<file path="config.mk">
export PLATFORM = sky130hd
export DESIGN_NAME = aes_key_expand
export DESIGN_NICKNAME = d
export VERILOG_FILES = /design/src/common/aes_pkg.sv /design/src/aes_core/aes_key_expand.sv
export VERILOG_INCLUDE_DIRS = /design/src /design/src/common
export SDC_FILE = /design/constraint.sdc
export NUM_CORES = 2
export LEC_CHECK = 0
export ABC_CLOCK_PERIOD_IN_PS = 16000
export BUFFER_PORTS_ARGS = -buffer_cell sky130_fd_sc_hd__buf_2
export CAP_MARGIN = 20
export CORE_UTILIZATION = 57
export DETAILED_ROUTE_END_ITERATION = 6
export GPL_TIMING_DRIVEN = 0
export PLACE_DENSITY = 0.75
export SETUP_SLACK_MARGIN = 0.1
export SYNTH_ARGS = -nofsm -noshare
export SYNTH_HDL_FRONTEND = slang
export SYNTH_SLANG_ARGS = --single-unit
</file>
<file path="constraint.sdc">
create_clock -name aclk -period 16 [get_ports aclk]
set_clock_uncertainty 0.2 [all_clocks]
set_input_delay 1.6 -clock aclk [delete_from_list [all_inputs] [get_ports aclk]]
set_output_delay 1.6 -clock aclk [all_outputs]
set_load 0.05 [all_outputs]
</file>
<file path="src/common/aes_settings.svh">
`ifndef AES_SETTINGS_SVH
`define AES_SETTINGS_SVH

// AXI-Lite bus widths
`define AXIL_DATA_BITS 32
`define AXIL_ADDR_BITS 5

// Number of 32-bit register slots in the control map
`define AES_NUM_REGS 8

// AES-128 round count
`define AES_ROUNDS 10

`endif

</file>
<file path="src/common/aes_pkg.sv">
`include "aes_settings.svh"

package aes_pkg;

  // Byte 15 is the first byte of the FIPS-197 input
  typedef logic [15:0][7:0] aes_block_t;

  typedef logic [$clog2(`AES_ROUNDS + 1)-1:0] aes_round_t;

  typedef enum logic [1:0] {
    ENG_IDLE = 2'd0,
    ENG_RUN  = 2'd1,
    ENG_OUT  = 2'd2
  } engine_state_e;

  // ----------------------------------------------------------
  // Forward S-box, entry 0 first
  // ----------------------------------------------------------
  localparam logic [0:255][7:0] AES_SBOX = {
    8'h63, 8'h7c, 8'h77, 8'h7b, 8'hf2, 8'h6b, 8'h6f, 8'hc5,
    8'h30, 8'h01, 8'h67, 8'h2b, 8'hfe, 8'hd7, 8'hab, 8'h76,
    8'hca, 8'h82, 8'hc9, 8'h7d, 8'hfa, 8'h59, 8'h47, 8'hf0,
    8'had, 8'hd4, 8'ha2, 8'haf, 8'h9c, 8'ha4, 8'h72, 8'hc0,
    8'hb7, 8'hfd, 8'h93, 8'h26, 8'h36, 8'h3f, 8'hf7, 8'hcc,
    8'h34, 8'ha5, 8'he5, 8'hf1, 8'h71, 8'hd8, 8'h31, 8'h15,
    8'h04, 8'hc7, 8'h23, 8'hc3, 8'h18, 8'h96, 8'h05, 8'h9a,
    8'h07, 8'h12, 8'h80, 8'he2, 8'heb, 8'h27, 8'hb2, 8'h75,
    8'h09, 8'h83, 8'h2c, 8'h1a, 8'h1b, 8'h6e, 8'h5a, 8'ha0,
    8'h52, 8'h3b, 8'hd6, 8'hb3, 8'h29, 8'he3, 8'h2f, 8'h84,
    8'h53, 8'hd1, 8'h00, 8'hed, 8'h20, 8'hfc, 8'hb1, 8'h5b,
    8'h6a, 8'hcb, 8'hbe, 8'h39, 8'h4a, 8'h4c, 8'h58, 8'hcf,
    8'hd0, 8'hef, 8'haa, 8'hfb, 8'h43, 8'h4d, 8'h33, 8'h85,
    8'h45, 8'hf9, 8'h02, 8'h7f, 8'h50, 8'h3c, 8'h9f, 8'ha8,
    8'h51, 8'ha3, 8'h40, 8'h8f, 8'h92, 8'h9d, 8'h38, 8'hf5,
    8'hbc, 8'hb6, 8'hda, 8'h21, 8'h10, 8'hff, 8'hf3, 8'hd2,
    8'hcd, 8'h0c, 8'h13, 8'hec, 8'h5f, 8'h97, 8'h44, 8'h17,
    8'hc4, 8'ha7, 8'h7e, 8'h3d, 8'h64, 8'h5d, 8'h19, 8'h73,
    8'h60, 8'h81, 8'h4f, 8'hdc, 8'h22, 8'h2a, 8'h90, 8'h88,
    8'h46, 8'hee, 8'hb8, 8'h14, 8'hde, 8'h5e, 8'h0b, 8'hdb,
    8'he0, 8'h32, 8'h3a, 8'h0a, 8'h49, 8'h06, 8'h24, 8'h5c,
    8'hc2, 8'hd3, 8'hac, 8'h62, 8'h91, 8'h95, 8'he4, 8'h79,
    8'he7, 8'hc8, 8'h37, 8'h6d, 8'h8d, 8'hd5, 8'h4e, 8'ha9,
    8'h6c, 8'h56, 8'hf4, 8'hea, 8'h65, 8'h7a, 8'hae, 8'h08,
    8'hba, 8'h78, 8'h25, 8'h2e, 8'h1c, 8'ha6, 8'hb4, 8'hc6,
    8'he8, 8'hdd, 8'h74, 8'h1f, 8'h4b, 8'hbd, 8'h8b, 8'h8a,
    8'h70, 8'h3e, 8'hb5, 8'h66, 8'h48, 8'h03, 8'hf6, 8'h0e,
    8'h61, 8'h35, 8'h57, 8'hb9, 8'h86, 8'hc1, 8'h1d, 8'h9e,
    8'he1, 8'hf8, 8'h98, 8'h11, 8'h69, 8'hd9, 8'h8e, 8'h94,
    8'h9b, 8'h1e, 8'h87, 8'he9, 8'hce, 8'h55, 8'h28, 8'hdf,
    8'h8c, 8'ha1, 8'h89, 8'h0d, 8'hbf, 8'he6, 8'h42, 8'h68,
    8'h41, 8'h99, 8'h2d, 8'h0f, 8'hb0, 8'h54, 8'hbb, 8'h16
  };

  function automatic logic [7:0] sbox(input logic [7:0] x);
    return AES_SBOX[x];
  endfunction

  // Multiply by x in GF(2^8)
  function automatic logic [7:0] xtime(input logic [7:0] x);
    return {x[6:0], 1'b0} ^ (x[7] ? 8'h1b : 8'h00);
  endfunction

endpackage

</file>
<file path="src/aes_core/aes_key_expand.sv">
`timescale 1ns/1ps

`include "aes_settings.svh"

module aes_key_expand
  import aes_pkg::*;
(
  input  logic       aclk,
  input  logic       aresetn,
  input  aes_block_t key,
  input  logic       key_start,
  input  aes_round_t round_idx,
  output aes_block_t round_key,
  output logic       keys_ready
);

// One schedule step, RotWord then SubWord then Rcon
function automatic aes_block_t next_round_key(
  input aes_block_t rk,
  input logic [7:0] rcon
);
  logic [31:0] w0, w1, w2, w3, t;
  logic [31:0] n0, n1, n2, n3;
  w0 = rk[15:12];
  w1 = rk[11:8];
  w2 = rk[7:4];
  w3 = rk[3:0];
  t  = {sbox(w3[23:16]) ^ rcon, sbox(w3[15:8]), sbox(w3[7:0]), sbox(w3[31:24])};
  n0 = w0 ^ t;
  n1 = w1 ^ n0;
  n2 = w2 ^ n1;
  n3 = w3 ^ n2;
  return {n0, n1, n2, n3};
endfunction

logic       busy_q;
aes_round_t cnt_q;
logic [7:0] rcon_q;
aes_block_t rk_q [`AES_ROUNDS + 1];
aes_block_t rk_next;

// Previous entry feeds the next one
assign rk_next = next_round_key(rk_q[cnt_q - 1'b1], rcon_q);

always_ff @(posedge aclk or negedge aresetn)
begin
  if (!aresetn)
  begin
    busy_q     <= 1'b0;
    keys_ready <= 1'b0;
    cnt_q      <= '0;
    rcon_q     <= 8'h01;
  end
  else if (key_start)
  begin
    // restart even mid-expansion
    busy_q     <= 1'b1;
    keys_ready <= 1'b0;
    cnt_q      <= aes_round_t'(1);
    rcon_q     <= 8'h01;
  end
  else if (busy_q)
  begin
    cnt_q  <= cnt_q + 1'b1;
    rcon_q <= xtime(rcon_q);
    if (cnt_q == aes_round_t'(`AES_ROUNDS))
    begin
      busy_q     <= 1'b0;
      keys_ready <= 1'b1;
    end
  end
end

// Round key storage
always_ff @(posedge aclk)
begin
  if (key_start)
    rk_q[0] <= key;
  else if (busy_q)
    rk_q[cnt_q] <= rk_next;
end

assign round_key = rk_q[round_idx];

endmodule

</file>
==> impl_metrics.ini, run 1 <==
[logic_synthesis]
synth.avg_cell_area_um2 = 12.0
synthesis.area_um2 = 83300
yosysMostFrequentCell = edfxtp_1
yosysWarnings = 0
synth_flop_cell = edfxtp_1
seq_area_frac_synth_pct = 51.2
yosysTopAreaCell = edfxtp_1
synth_edf_count = 1408
ys_ff_latch = 1422
synth.top_cell.area_share_pct = 50.7
syn_nets = 7113
postSynthCellCount = 6925
synthDistinctLibCells = 104
synth.area.top_cells = edfxtp_1, mux4_2, mux2i_1
async_flop_share_pct = 0.985
synth_common_cells = edfxtp_1, nand2_1, o21ai_0, mux2i_1, mux4_2

[status]
stop_stage = global routing
error_line = [ERROR GRT-0116] Global routing finished with congestion. Check the congestion regions in the DRC Viewer.
outcome = did not finish

[place]
place_ws_ns = 3.62
place_congestion = 1.10
hpwl_um = 345000
port_buffers = 258
dp.cells = 9294

[cts]
clock_path_buffers = 3
cts.repair.resized = 0
cts-hold-fix-buffers = 0
h-tree-depth = 4
cts_setup_buffers = 0
clock-sinks = 1422
numCtsBuffers = 140
cts_root_buf = clkbuf_16

[floorplan]
fp.dieH_um = 384
die_x_um = 384
ios = 264
initial_core_util_pct = 57.7
row_count = 139

[global_routing]
grt_pass1_wl_um = 784000
grt_max_degree = 28
track_usage_pct = 77.7
gr-total-overflow = 197
grt_pass1_vias = 91805
## cells by family after synthesis
group | count (synthesis) | share of synthesized area [%]
AOI/OAI and AO/OA | 1804 | 14.0
xor gates and xnor gates | 186 | 2.22
adders and majority gates | 53 | 0.796
buffers and inverters | 692 | 3.78
DFF | 1422 | 51.2
muxes | 979 | 18.9
and+or+nand+nor | 1789 | 9.09
## per-stage QoR
step | cell area [um^2] | util [%]
floorplan | 83300 | -
global placement | 87000 | 60.3
detailed placement | 90000 | 62.3
CTS | 94500 | 65.5
## routing by layer
metal | track usage, % | overflow
met5 | 42.7 | 3
met4 | 72.6 | 69
met3 | 66.7 | 12
met2 | 90.8 | 98
met1 | 78.8 | 15
==> run 2: changes to the inputs <==
--- a/config.mk
+++ b/config.mk
@@ -6,14 +6,13 @@
 export SDC_FILE = /design/constraint.sdc
 export NUM_CORES = 2
 export LEC_CHECK = 0
-export ABC_CLOCK_PERIOD_IN_PS = 16000
+export ABC_CLOCK_PERIOD_IN_PS = 20800
 export BUFFER_PORTS_ARGS = -buffer_cell sky130_fd_sc_hd__buf_2
 export CAP_MARGIN = 20
-export CORE_UTILIZATION = 57
+export CORE_UTILIZATION = 40
 export DETAILED_ROUTE_END_ITERATION = 6
 export GPL_TIMING_DRIVEN = 0
-export PLACE_DENSITY = 0.75
-export SETUP_SLACK_MARGIN = 0.1
+export PLACE_DENSITY_LB_ADDON = 0.15
 export SYNTH_ARGS = -nofsm -noshare
 export SYNTH_HDL_FRONTEND = slang
 export SYNTH_SLANG_ARGS = --single-unit
==> constraint.sdc (replaced) <==
create_clock -name aclk -period 20.8 [get_ports aclk]
set_clock_uncertainty 0.2 [all_clocks]
set_input_delay 2.08 -clock aclk [delete_from_list [all_inputs] [get_ports aclk]]
set_output_delay 2.08 -clock aclk [all_outputs]
set_load 0.05 [all_outputs]
==> impl_metrics.ini, run 2 <==
[global_routing]
antenna_found_initial = 37
grt_pass1_wl_um = 641000
track_usage_pct = 45.3
grt_max_degree = 24
grt_pass1_vias = 70858
gr-total-overflow = 0

[detailed_routing]
drt_pre_antenna_iters = 7
drt-total-wl_um = 486000
drt_iter0_markers = 13287
drc = 1
antenna_left = 0
vias = 75333
wire_per_inst_um = 45.6
vias_per_cell = 7.07

[cts]
clock-sinks = 1422
clock_latency_ns = 0.88
cts-hold-fix-buffers = 0
clock_path_buffers = 3
cts_setup_buffers = 0
cts.repair.resized = 0
cts_tree = yes
clk_pin_slew_ns = 0.06
cts_root_buf = clkbuf_16
numCtsBuffers = 156
h-tree-depth = 4

[power_and_ir_drop]
pwr-share-comb_pct = 59.8
clock_power_share_pct = 15.1
intPower_uw = 8570
powerDensity_nw_per_um2 = 183
p_sw_share_pct = 52.0
vdd_ir_drop_max_mv = 0.113
pwr-share-seq_pct = 25.1
p_switching_uw = 9290
leakage_uw = 0.0345

[status]
violations = DRC
outcome = finished, violations left

[logic_synthesis]
synth_flop_cell = edfxtp_1
syn_nets = 7113
synth.top_cell.area_share_pct = 50.7
yosysWarnings = 0
seq_area_frac_synth_pct = 51.2
postSynthCellCount = 6925
ys_ff_latch = 1422
async_flop_share_pct = 0.985
synthDistinctLibCells = 104
synth.area.top_cells = edfxtp_1, mux4_2, mux2i_1
synth_edf_count = 1408
yosysTopAreaCell = edfxtp_1
synth_common_cells = edfxtp_1, nand2_1, o21ai_0, mux2i_1, mux4_2
yosysMostFrequentCell = edfxtp_1
synthesis.area_um2 = 83300
synth.avg_cell_area_um2 = 12.0

[floorplan]
fp.dieH_um = 458
dieArea_um2 = 210000
initial_core_util_pct = 40.2
die_x_um = 458
row_count = 167
core-area_um2 = 207000
ios = 264

[layout]
nets = 7896
largest_register_ffs = 1408
regMostFlops = rk_q
final_cell_mix = edfxtp_1, nand2_1, o21ai_0, buf_2, mux2i_1
reg_top3 = rk_q x1408, rcon_q x8, cnt_q x4
nFillCells = 18819
area_growth_pct = 17.2
postLayoutCellArea_um2 = 97600
drive_gt1_share_pct = 21.8
final_common_cell = edfxtp_1

[critical_path]
critical_path.max_fanout = 14
cp_slowest_cell = xnor3_1
startpoint_type = flip-flop
required_ns = 21.16
critPathCaptureType = flip-flop
arrival_ns = 13.33
crit_type = flip-flop to flip-flop
path_common_cell = clkbuf_1
max_stage_delay_ns = 0.99

[timing]
relSlewSlack_pct = 1.45
setup_viol_count_final = 0
final.min_clock_period_ns = 12.98
hold_violations = 0
maxSlewViolCount = 0
worst_pin_slew_ns = 1.48
timing.final.ws_setup_ns = 7.82
fmax_mhz = 77.1
rsz0062_at_grt = false
finalCritPeriodShare_pct = 62.4

[place]
place_ws_ns = 7.89
port_buffers = 258
hpwl_um = 365000
place_congestion = 1.05
dpl_cell_area_um2 = 92300

[job]
maxCapViolations = 0

[min_path]
hp-class = flip-flop to flip-flop
-- run 2: cell counts after synthesis --
Identical to the previous run, type by type.
-- run 2: layer usage --
metal	share of wire, %	global-route usage [%]	vias up	wire length [um]
met5	0.042	0.207	-	202
met4	9.4	36.1	20	45900
met3	12	12.1	1533	57000
met2	43	67.1	6686	210000
met1	36	55.9	38278	173000
li1	-	-	28816	-
-- run 2: stage by stage --
stage | utilization [%] | hold WS, ns | cells | TNS [ns] | power (uW)
after floorplan | - | 0.328 | 6925 | 0 | 9330
after global placement | 42.5 | 0.347 | 9971 | -7697.46 | 14200
after detailed placement | 44.6 | 0.374 | 10284 | 0 | 14400
after CTS | 46.9 | 0.378 | 10565 | 0 | 17100
after global routing | 47.1 | 0.397 | 10635 | 0 | 17900
final | 47.2 | 0.384 | 10648 | 0 | 17900
-- run 2: area by class of cell --
cell class,instances,area (um^2),area share (%)
repair buffers,625,5660,5.79
flip-flops and latches,1422,42600,43.7
clock inverters,90,761,0.779
clock buffers,191,4060,4.15
plain buffers,644,3000,3.07
inverters,48,180,0.185
diodes,29,72.6,0.0743
multi-input cells,4811,37800,38.7
well taps,2788,3490,3.57
-- run 2: worst paths after layout --
path,start,to,slack (ns),cells after the start
max in group asynchronous,aresetn,cnt_q[1]$_DFFE_PN0P_,19.07,1
setup / recovery,cnt_q[0]$_DFFE_PN0P_,rk_q[10][18]$_DFFE_PP_,7.82,28
setup reg to reg,cnt_q[0]$_DFFE_PN0P_,rk_q[10][18]$_DFFE_PP_,7.82,28
hold reg to reg,rcon_q[4]$_DFFE_PN0P_,rcon_q[5]$_DFFE_PN0P_,0.38,2
hold / removal,rcon_q[4]$_DFFE_PN0P_,rcon_q[5]$_DFFE_PN0P_,0.38,2
min in group asynchronous,aresetn,rcon_q[2]$_DFFE_PN0P_,0.97,1
-- run 2: power groups by stage --
stage / registers (uW) / logic, uW / clock network (uW)
final: 4480 / 10700 / 2700
after global routing: 4510 / 10600 / 2790
after CTS: 4490 / 9910 / 2690
after detailed placement: 4550 / 9880 / 0
after global placement: 4630 / 9560 / 0
after floorplan: 4510 / 4820 / 0
-- run 2: cell families after synthesis --
kind of cell    after synthesis  share of synthesized area [%]
fa+ha+maj                    53                          0.796
xor+xnor                    186                           2.22
mux                         979                           18.9
buf+inv                     692                           3.78
compound gates             1804                           14.0
simple gates               1789                           9.09
flops                      1422                           51.2
-- run 2: worst max-delay path: cells and delay by family (launching register included) --
kind / cells / cell delay [ns]
buffers and inverters: 11 / 4.30
AOI/OAI and AO/OA: 9 / 3.45
xor gates and xnor gates: 4 / 2.86
and+or+nand+nor: 2 / 0.83
adders and majority gates: 2 / 0.57
DFF: 1 / 0.44
Power figures use the tool's default switching activity.
