<file path="src/common/aes_settings.svh">
`ifndef AES_SETTINGS_SVH
`define AES_SETTINGS_SVH

// AXI-Lite bus widths
`define AXIL_DATA_BITS 32
`define AXIL_ADDR_BITS 5

// Number of 32-bit register slots in the control map
`define AES_NUM_REGS 8

// AES-128 round count
`define AES_ROUNDS 10

`endif

</file>
<file path="src/common/aes_pkg.sv">
`include "aes_settings.svh"

package aes_pkg;

  // Byte 15 is the first byte of the FIPS-197 input
  typedef logic [15:0][7:0] aes_block_t;

  typedef logic [$clog2(`AES_ROUNDS + 1)-1:0] aes_round_t;

  typedef enum logic [1:0] {
    ENG_IDLE = 2'd0,
    ENG_RUN  = 2'd1,
    ENG_OUT  = 2'd2
  } engine_state_e;

  // ----------------------------------------------------------
  // Forward S-box, entry 0 first
  // ----------------------------------------------------------
  localparam logic [0:255][7:0] AES_SBOX = {
    8'h63, 8'h7c, 8'h77, 8'h7b, 8'hf2, 8'h6b, 8'h6f, 8'hc5,
    8'h30, 8'h01, 8'h67, 8'h2b, 8'hfe, 8'hd7, 8'hab, 8'h76,
    8'hca, 8'h82, 8'hc9, 8'h7d, 8'hfa, 8'h59, 8'h47, 8'hf0,
    8'had, 8'hd4, 8'ha2, 8'haf, 8'h9c, 8'ha4, 8'h72, 8'hc0,
    8'hb7, 8'hfd, 8'h93, 8'h26, 8'h36, 8'h3f, 8'hf7, 8'hcc,
    8'h34, 8'ha5, 8'he5, 8'hf1, 8'h71, 8'hd8, 8'h31, 8'h15,
    8'h04, 8'hc7, 8'h23, 8'hc3, 8'h18, 8'h96, 8'h05, 8'h9a,
    8'h07, 8'h12, 8'h80, 8'he2, 8'heb, 8'h27, 8'hb2, 8'h75,
    8'h09, 8'h83, 8'h2c, 8'h1a, 8'h1b, 8'h6e, 8'h5a, 8'ha0,
    8'h52, 8'h3b, 8'hd6, 8'hb3, 8'h29, 8'he3, 8'h2f, 8'h84,
    8'h53, 8'hd1, 8'h00, 8'hed, 8'h20, 8'hfc, 8'hb1, 8'h5b,
    8'h6a, 8'hcb, 8'hbe, 8'h39, 8'h4a, 8'h4c, 8'h58, 8'hcf,
    8'hd0, 8'hef, 8'haa, 8'hfb, 8'h43, 8'h4d, 8'h33, 8'h85,
    8'h45, 8'hf9, 8'h02, 8'h7f, 8'h50, 8'h3c, 8'h9f, 8'ha8,
    8'h51, 8'ha3, 8'h40, 8'h8f, 8'h92, 8'h9d, 8'h38, 8'hf5,
    8'hbc, 8'hb6, 8'hda, 8'h21, 8'h10, 8'hff, 8'hf3, 8'hd2,
    8'hcd, 8'h0c, 8'h13, 8'hec, 8'h5f, 8'h97, 8'h44, 8'h17,
    8'hc4, 8'ha7, 8'h7e, 8'h3d, 8'h64, 8'h5d, 8'h19, 8'h73,
    8'h60, 8'h81, 8'h4f, 8'hdc, 8'h22, 8'h2a, 8'h90, 8'h88,
    8'h46, 8'hee, 8'hb8, 8'h14, 8'hde, 8'h5e, 8'h0b, 8'hdb,
    8'he0, 8'h32, 8'h3a, 8'h0a, 8'h49, 8'h06, 8'h24, 8'h5c,
    8'hc2, 8'hd3, 8'hac, 8'h62, 8'h91, 8'h95, 8'he4, 8'h79,
    8'he7, 8'hc8, 8'h37, 8'h6d, 8'h8d, 8'hd5, 8'h4e, 8'ha9,
    8'h6c, 8'h56, 8'hf4, 8'hea, 8'h65, 8'h7a, 8'hae, 8'h08,
    8'hba, 8'h78, 8'h25, 8'h2e, 8'h1c, 8'ha6, 8'hb4, 8'hc6,
    8'he8, 8'hdd, 8'h74, 8'h1f, 8'h4b, 8'hbd, 8'h8b, 8'h8a,
    8'h70, 8'h3e, 8'hb5, 8'h66, 8'h48, 8'h03, 8'hf6, 8'h0e,
    8'h61, 8'h35, 8'h57, 8'hb9, 8'h86, 8'hc1, 8'h1d, 8'h9e,
    8'he1, 8'hf8, 8'h98, 8'h11, 8'h69, 8'hd9, 8'h8e, 8'h94,
    8'h9b, 8'h1e, 8'h87, 8'he9, 8'hce, 8'h55, 8'h28, 8'hdf,
    8'h8c, 8'ha1, 8'h89, 8'h0d, 8'hbf, 8'he6, 8'h42, 8'h68,
    8'h41, 8'h99, 8'h2d, 8'h0f, 8'hb0, 8'h54, 8'hbb, 8'h16
  };

  function automatic logic [7:0] sbox(input logic [7:0] x);
    return AES_SBOX[x];
  endfunction

  // Multiply by x in GF(2^8)
  function automatic logic [7:0] xtime(input logic [7:0] x);
    return {x[6:0], 1'b0} ^ (x[7] ? 8'h1b : 8'h00);
  endfunction

endpackage

</file>
<file path="src/common/axil_pkg.sv">
`include "aes_settings.svh"

package axil_pkg;

  // Byte offset bits and register index bits of an address
  localparam int AXIL_ADDR_LSB     = $clog2(`AXIL_DATA_BITS / 8);
  localparam int AXIL_REG_IDX_BITS = $clog2(`AES_NUM_REGS);

  typedef enum logic [1:0] {
    RESP_OKAY   = 2'b00,
    RESP_EXOKAY = 2'b01,
    RESP_SLVERR = 2'b10,
    RESP_DECERR = 2'b11
  } axil_resp_t;

  // ----------------------------------------------------------
  // Channel payloads
  // ----------------------------------------------------------
  typedef struct packed {
    logic [`AXIL_ADDR_BITS-1:0] addr;
  } axil_aw_t;

  typedef struct packed {
    logic [`AXIL_ADDR_BITS-1:0] addr;
  } axil_ar_t;

  typedef struct packed {
    logic [`AXIL_DATA_BITS-1:0]   data;
    logic [`AXIL_DATA_BITS/8-1:0] strb;
  } axil_w_t;

  typedef struct packed {
    logic [`AXIL_DATA_BITS-1:0] data;
    axil_resp_t                 resp;
  } axil_r_t;

  typedef struct packed {
    axil_resp_t resp;
  } axil_b_t;

  // Register map, KEY0 holds the least significant key word
  typedef enum logic [AXIL_REG_IDX_BITS-1:0] {
    REG_KEY0   = 3'd0,
    REG_KEY1   = 3'd1,
    REG_KEY2   = 3'd2,
    REG_KEY3   = 3'd3,
    REG_STATUS = 3'd4
  } aes_reg_e;

endpackage

</file>
<file path="src/source/aes_ctrl_slave.sv">
`timescale 1ns/1ps

`include "aes_settings.svh"

module aes_ctrl_slave
  import axil_pkg::*;
  import aes_pkg::*;
(
  input  logic       aclk,
  input  logic       aresetn,

  input  axil_aw_t   aw,
  input  logic       aw_valid,
  output logic       aw_ready,
  input  axil_w_t    w,
  input  logic       w_valid,
  output logic       w_ready,
  output axil_b_t    b,
  output logic       b_valid,
  input  logic       b_ready,
  input  axil_ar_t   ar,
  input  logic       ar_valid,
  output logic       ar_ready,
  output axil_r_t    r,
  output logic       r_valid,
  input  logic       r_ready,

  input  logic       keys_ready,
  output aes_block_t key,
  output logic       key_start
);

// ------------------------------------------------------------
// Declarations
// ------------------------------------------------------------
logic [3:0][`AXIL_DATA_BITS-1:0] key_q;
logic [`AXIL_DATA_BITS-1:0]      rdata_q;
logic [`AXIL_DATA_BITS-1:0]      rd_mux;
logic [AXIL_REG_IDX_BITS-1:0]    wr_sel;
logic [AXIL_REG_IDX_BITS-1:0]    rd_sel;
aes_reg_e                        wr_reg;
aes_reg_e                        rd_reg;
logic                            aw_en;
logic                            wr_en;
logic                            rd_en;

assign wr_sel = aw.addr[AXIL_ADDR_LSB +: AXIL_REG_IDX_BITS];
assign rd_sel = ar.addr[AXIL_ADDR_LSB +: AXIL_REG_IDX_BITS];
assign wr_reg = aes_reg_e'(wr_sel);
assign rd_reg = aes_reg_e'(rd_sel);

assign wr_en = aw_ready && aw_valid && w_ready && w_valid;
assign rd_en = ar_ready && ar_valid && !r_valid;

// ------------------------------------------------------------
// Write path
// ------------------------------------------------------------

// Address and data are taken together, one write in flight
always_ff @(posedge aclk or negedge aresetn)
begin
  if (!aresetn)
  begin
    aw_ready <= 1'b0;
    w_ready  <= 1'b0;
    aw_en    <= 1'b1;
  end
  else if (!aw_ready && aw_valid && w_valid && aw_en)
  begin
    aw_ready <= 1'b1;
    w_ready  <= 1'b1;
    aw_en    <= 1'b0;
  end
  else
  begin
    aw_ready <= 1'b0;
    w_ready  <= 1'b0;
    if (b_valid && b_ready)
      aw_en <= 1'b1;
  end
end

// Byte-strobed key words
always_ff @(posedge aclk)
begin
  if (wr_en && (wr_reg inside {REG_KEY0, REG_KEY1, REG_KEY2, REG_KEY3}))
  begin
    for (int i = 0; i < `AXIL_DATA_BITS / 8; i++)
    begin
      if (w.strb[i])
        key_q[wr_sel[1:0]][8 * i +: 8] <= w.data[8 * i +: 8];
    end
  end
end

// Top key word kicks off the schedule
always_ff @(posedge aclk or negedge aresetn)
begin
  if (!aresetn)
    key_start <= 1'b0;
  else
    key_start <= wr_en && (wr_reg == REG_KEY3) && (|w.strb);
end

always_ff @(posedge aclk or negedge aresetn)
begin
  if (!aresetn)
    b_valid <= 1'b0;
  else if (wr_en && !b_valid)
    b_valid <= 1'b1;
  else if (b_valid && b_ready)
    b_valid <= 1'b0;
end

assign b   = '{resp: RESP_OKAY};
assign key = key_q;

// ------------------------------------------------------------
// Read path
// ------------------------------------------------------------
always_ff @(posedge aclk or negedge aresetn)
begin
  if (!aresetn)
    ar_ready <= 1'b0;
  else
    ar_ready <= !ar_ready && ar_valid && !r_valid;
end

always_comb
begin
  rd_mux = '0;
  case (rd_reg)
    REG_KEY0:   rd_mux = key_q[0];
    REG_KEY1:   rd_mux = key_q[1];
    REG_KEY2:   rd_mux = key_q[2];
    REG_KEY3:   rd_mux = key_q[3];
    REG_STATUS: rd_mux[0] = keys_ready;
    default:    rd_mux = '0;
  endcase
end

always_ff @(posedge aclk)
begin
  if (rd_en)
    rdata_q <= rd_mux;
end

always_ff @(posedge aclk or negedge aresetn)
begin
  if (!aresetn)
    r_valid <= 1'b0;
  else if (rd_en)
    r_valid <= 1'b1;
  else if (r_valid && r_ready)
    r_valid <= 1'b0;
end

assign r = '{data: rdata_q, resp: RESP_OKAY};

// ------------------------------------------------------------
// Checks
// ------------------------------------------------------------
a_bvalid_hold: assert property (
  @(posedge aclk) disable iff (!aresetn)
  b_valid && !b_ready |=> b_valid
);

a_key_start_pulse: assert property (
  @(posedge aclk) disable iff (!aresetn)
  key_start |=> !key_start
);

endmodule

</file>
<file path="config.mk">
export PLATFORM = sky130hd
export DESIGN_NAME = aes_ctrl_slave
export DESIGN_NICKNAME = d
export VERILOG_FILES = /design/src/common/aes_pkg.sv /design/src/common/axil_pkg.sv /design/src/source/aes_ctrl_slave.sv
export VERILOG_INCLUDE_DIRS = /design/src /design/src/common
export SDC_FILE = /design/constraint.sdc
export NUM_CORES = 1
export LEC_CHECK = 0
export BUFFER_PORTS_ARGS = -buffer_cell sky130_fd_sc_hd__buf_2
export CAP_MARGIN = 20
export CORE_MARGIN = 2
export CORE_UTILIZATION = 38
export DETAILED_ROUTE_END_ITERATION = 6
export SYNTH_ARGS = -nofsm -noshare
export SYNTH_HDL_FRONTEND = slang
export SYNTH_SLANG_ARGS = --single-unit
</file>
<file path="constraint.sdc">
create_clock -name aclk -period 2.71 [get_ports aclk]
set_clock_uncertainty 0.15 [all_clocks]
set_input_delay 0.271 -clock aclk [delete_from_list [all_inputs] [get_ports aclk]]
set_output_delay 0.271 -clock aclk [all_outputs]
set_load 0.02 [all_outputs]
</file>
==> run summary <==
Nets -> 646
Global Route Usage Sum -> 18.35%
Via/cell ratio -> 4.801
Actual transition at the worst max-transition pin -> 0.7342 ns
Hold endpoint -> key_start$_DFF_PN0_
Cells after Synth -> 321
Worst-path maximum fanout -> 8
Number of flops mapped to enable cells by yosys -> 160
RSZ-0062 raised after global routing -> false
Initial antenna violation count -> 0
1st-iter DRT viols -> 274
Proportion of layout cells with a drive suffix above 1 -> 48.10%
Top FF cell, synth -> edfxtp_1
Worst R2R Setup Slack -> 0.74 ns
Critical path class -> reg -> reg
Max VDD drop -> 406.9 uV
Gates resized, CTS repair -> 0
Yosys reg bits -> 166
Highest clock rate -> 0.5072 GHz
Rows -> 47
Hold_buf cts -> 34
Maximum root-to-sink buffer count -> 2
Synth top cells by count -> 160 x edfxtp_1, 37 x and2_1, 31 x mux4_2, 31 x nor2b_1, 10 x nor2_1
TritonCTS Buffers -> 17
Post CTS Setup Buffer Count -> 0
Core area -> 16580 um2
Fin. max-slew vios -> 0
Placer congestion estimate -> 0.7527
Worst EP required -> 2.62 ns
Die width -> 134.1 um
Die height -> 134.1 um
Fin crit share -> 72.76%
Critical Path Sink Type -> flip-flop
Design area -> 8766 um2
Grt ovf -> 0
Synth top area share -> 74.75%
Final ANT Viol Nets -> 0
Slew HR -> 50.87%
Max cap viols -> 0
Status -> completed
Syn_area_per_cell -> 20.02 um2
Largest net degree at the start of global routing -> 35
Area contributors post-synth -> edfxtp_1 75%, mux4_2 11%, and2_1 3.6%, nor2b_1 3.0%, dfrtp_1 1.9%
Synthesized cell area -> 6427 um2
# port buffers -> 215
CTS tree -> yes
Die area -> 17970 um2
Hpwl dp -> 10.87 mm
Endpoints failing setup -> 0
FF-to-FF path depth -> 3
Clock transition at the registers of the reported paths -> 0.06 ns
Clk_lat worst skew -> 0.42 ns
Routed wire length -> 16.08 mm
Pwr/cell area -> 633.5 nW/um2
Total Power -> 5.553 mW
Post-DP Area -> 7849 um2
Lkg Pwr -> 3.254 nW
WHS Path Cells -> 2
Async set-or-reset flop fraction in the synthesized netlist -> 3.614%
Min-delay worst type -> in -> reg
Number of global-route vias before repair -> 4175
Clock root cell -> clkbuf_16
Sequential area share after synthesis -> 77.11%
Worst EP arrival -> 1.88 ns
Syn. warnings -> 0
Min Clock Period, post-route -> 1.972 ns
Htree depth -> 4
Setup TNS -> 0 ns
Worst hold path startpoint -> w[0]
Most numerous cell in the Yosys netlist -> edfxtp_1
FILL cells -> 1414
Initial Util -> 38.76%
Post-DR wirelength/cell -> 19.47 um
Vias -> 3966
Layout area overhead -> 36.38%
RR Startpoint -> w_ready$_DFF_PN0_
Worst Setup Start Kind -> flip-flop
Initial DRT Pass Iterations -> 4
Reg2reg end -> key[97]$_DFFE_PP_
Area leader, netlist -> edfxtp_1
CTS Sinks -> 166
Final routed DRC violation total -> 0
Unique cell type count in the Yosys netlist -> 29
First-pass GRT wire length -> 24.16 mm
Io pins -> 224
Hold Fails Final Rpt -> 0
[critical path, stage by stage, from the launching register on]
cell	delay, ns
dfrtp_1	0.40
and4b_1	0.34
and3_1	0.28
and2_1	0.44
[sequential cells by signal (all words and copies together) (netlist names)]
| signal | count |
|---|---|
| w_ready | 1 |
| ar_ready | 1 |
| r_valid | 1 |
| key_start | 1 |
| b_valid | 1 |
| aw_en | 1 |
| rdata_q | 32 |
| key | 128 |
[final cells by class]
class                      instances  area (um2)  share of cell area (%)
inverter                           2       7.507                 0.08564
clock buffer                      22       444.2                   5.067
antenna                            1       2.502                 0.02855
clock inverter                    10       130.1                   1.484
timing repair buffer             265        1574                   17.96
multi-input combinational        140        1376                   15.70
sequential                       166        4956                   56.54
tap                              220       275.3                   3.140
[how the worst max path moves through the flow]
stage                               to  depth (start not counted)         startpoint  slack (ns)
CTS                 key[127]$_DFFE_PP_                          3  w_ready$_DFF_PN0_        0.67
global route         key[97]$_DFFE_PP_                          3  w_ready$_DFF_PN0_        0.55
global placement    key[123]$_DFFE_PP_                          4              aw[4]        0.63
floorplan            key[56]$_DFFE_PP_                          2  w_ready$_DFF_PN0_        0.66
detailed placement  key[124]$_DFFE_PP_                          4              aw[4]        0.64
finish               key[97]$_DFFE_PP_                          3  w_ready$_DFF_PN0_        0.74
[power by group]
| part | leakage [nW] | total [mW] | switching [mW] | internal, mW |
|---|---|---|---|---|
| Clock | 0.271 | 2.36 | 0.924 | 1.44 |
| Sequential | 1.47 | 2.86 | 0.0109 | 2.85 |
| Combinational | 1.52 | 0.331 | 0.183 | 0.148 |
[through the flow]
stage	hold WS [ns]	instances	setup WS, ns	utilization (%)
after floorplan	-0.1746	324	0.6552	-
after global placement	-0.05499	759	0.6323	47.33
after detailed placement	-0.05153	759	0.6394	47.33
after CTS	0.001370	825	0.6749	52.84
after global routing	0.01665	825	0.5467	52.84
final	0.01699	826	0.7383	52.86
[placed cells by master (no fill, tap or decap), types with 5 or more instances in the layout]
master,instances
buf_2,215
edfxtp_1,160
and2_1,37
dlygate4sd3_1,34
mux4_2,31
nor2b_1,31
clkbuf_16,17
buf_4,13
nor2_1,10
dfrtp_1,5
clkbuf_1,5
[per-layer routing]
metal,global-route usage [%],share of wire [%],wire length [um]
met1,23.04,42,6738
met2,30.51,49,7870
met3,6.198,8.0,1282
met4,5.380,1.2,187
met5,0,0,0
[cells by family (layout without fill, tap and decap cells)]
| logic type | Yosys count | after routing | synth area share [%] |
|---|---|---|---|
| DFF | 166 | 166 | 77.11 |
| other | 1 | 5 | 0.05834 |
| muxes | 34 | 34 | 11.35 |
| buffers and inverters | 18 | 299 | 1.869 |
| AOI/OAI and AO/OA | 4 | 4 | 0.5061 |
| and+or+nand+nor | 98 | 98 | 9.111 |
Note: power is estimated with default switching activity, not from simulation.
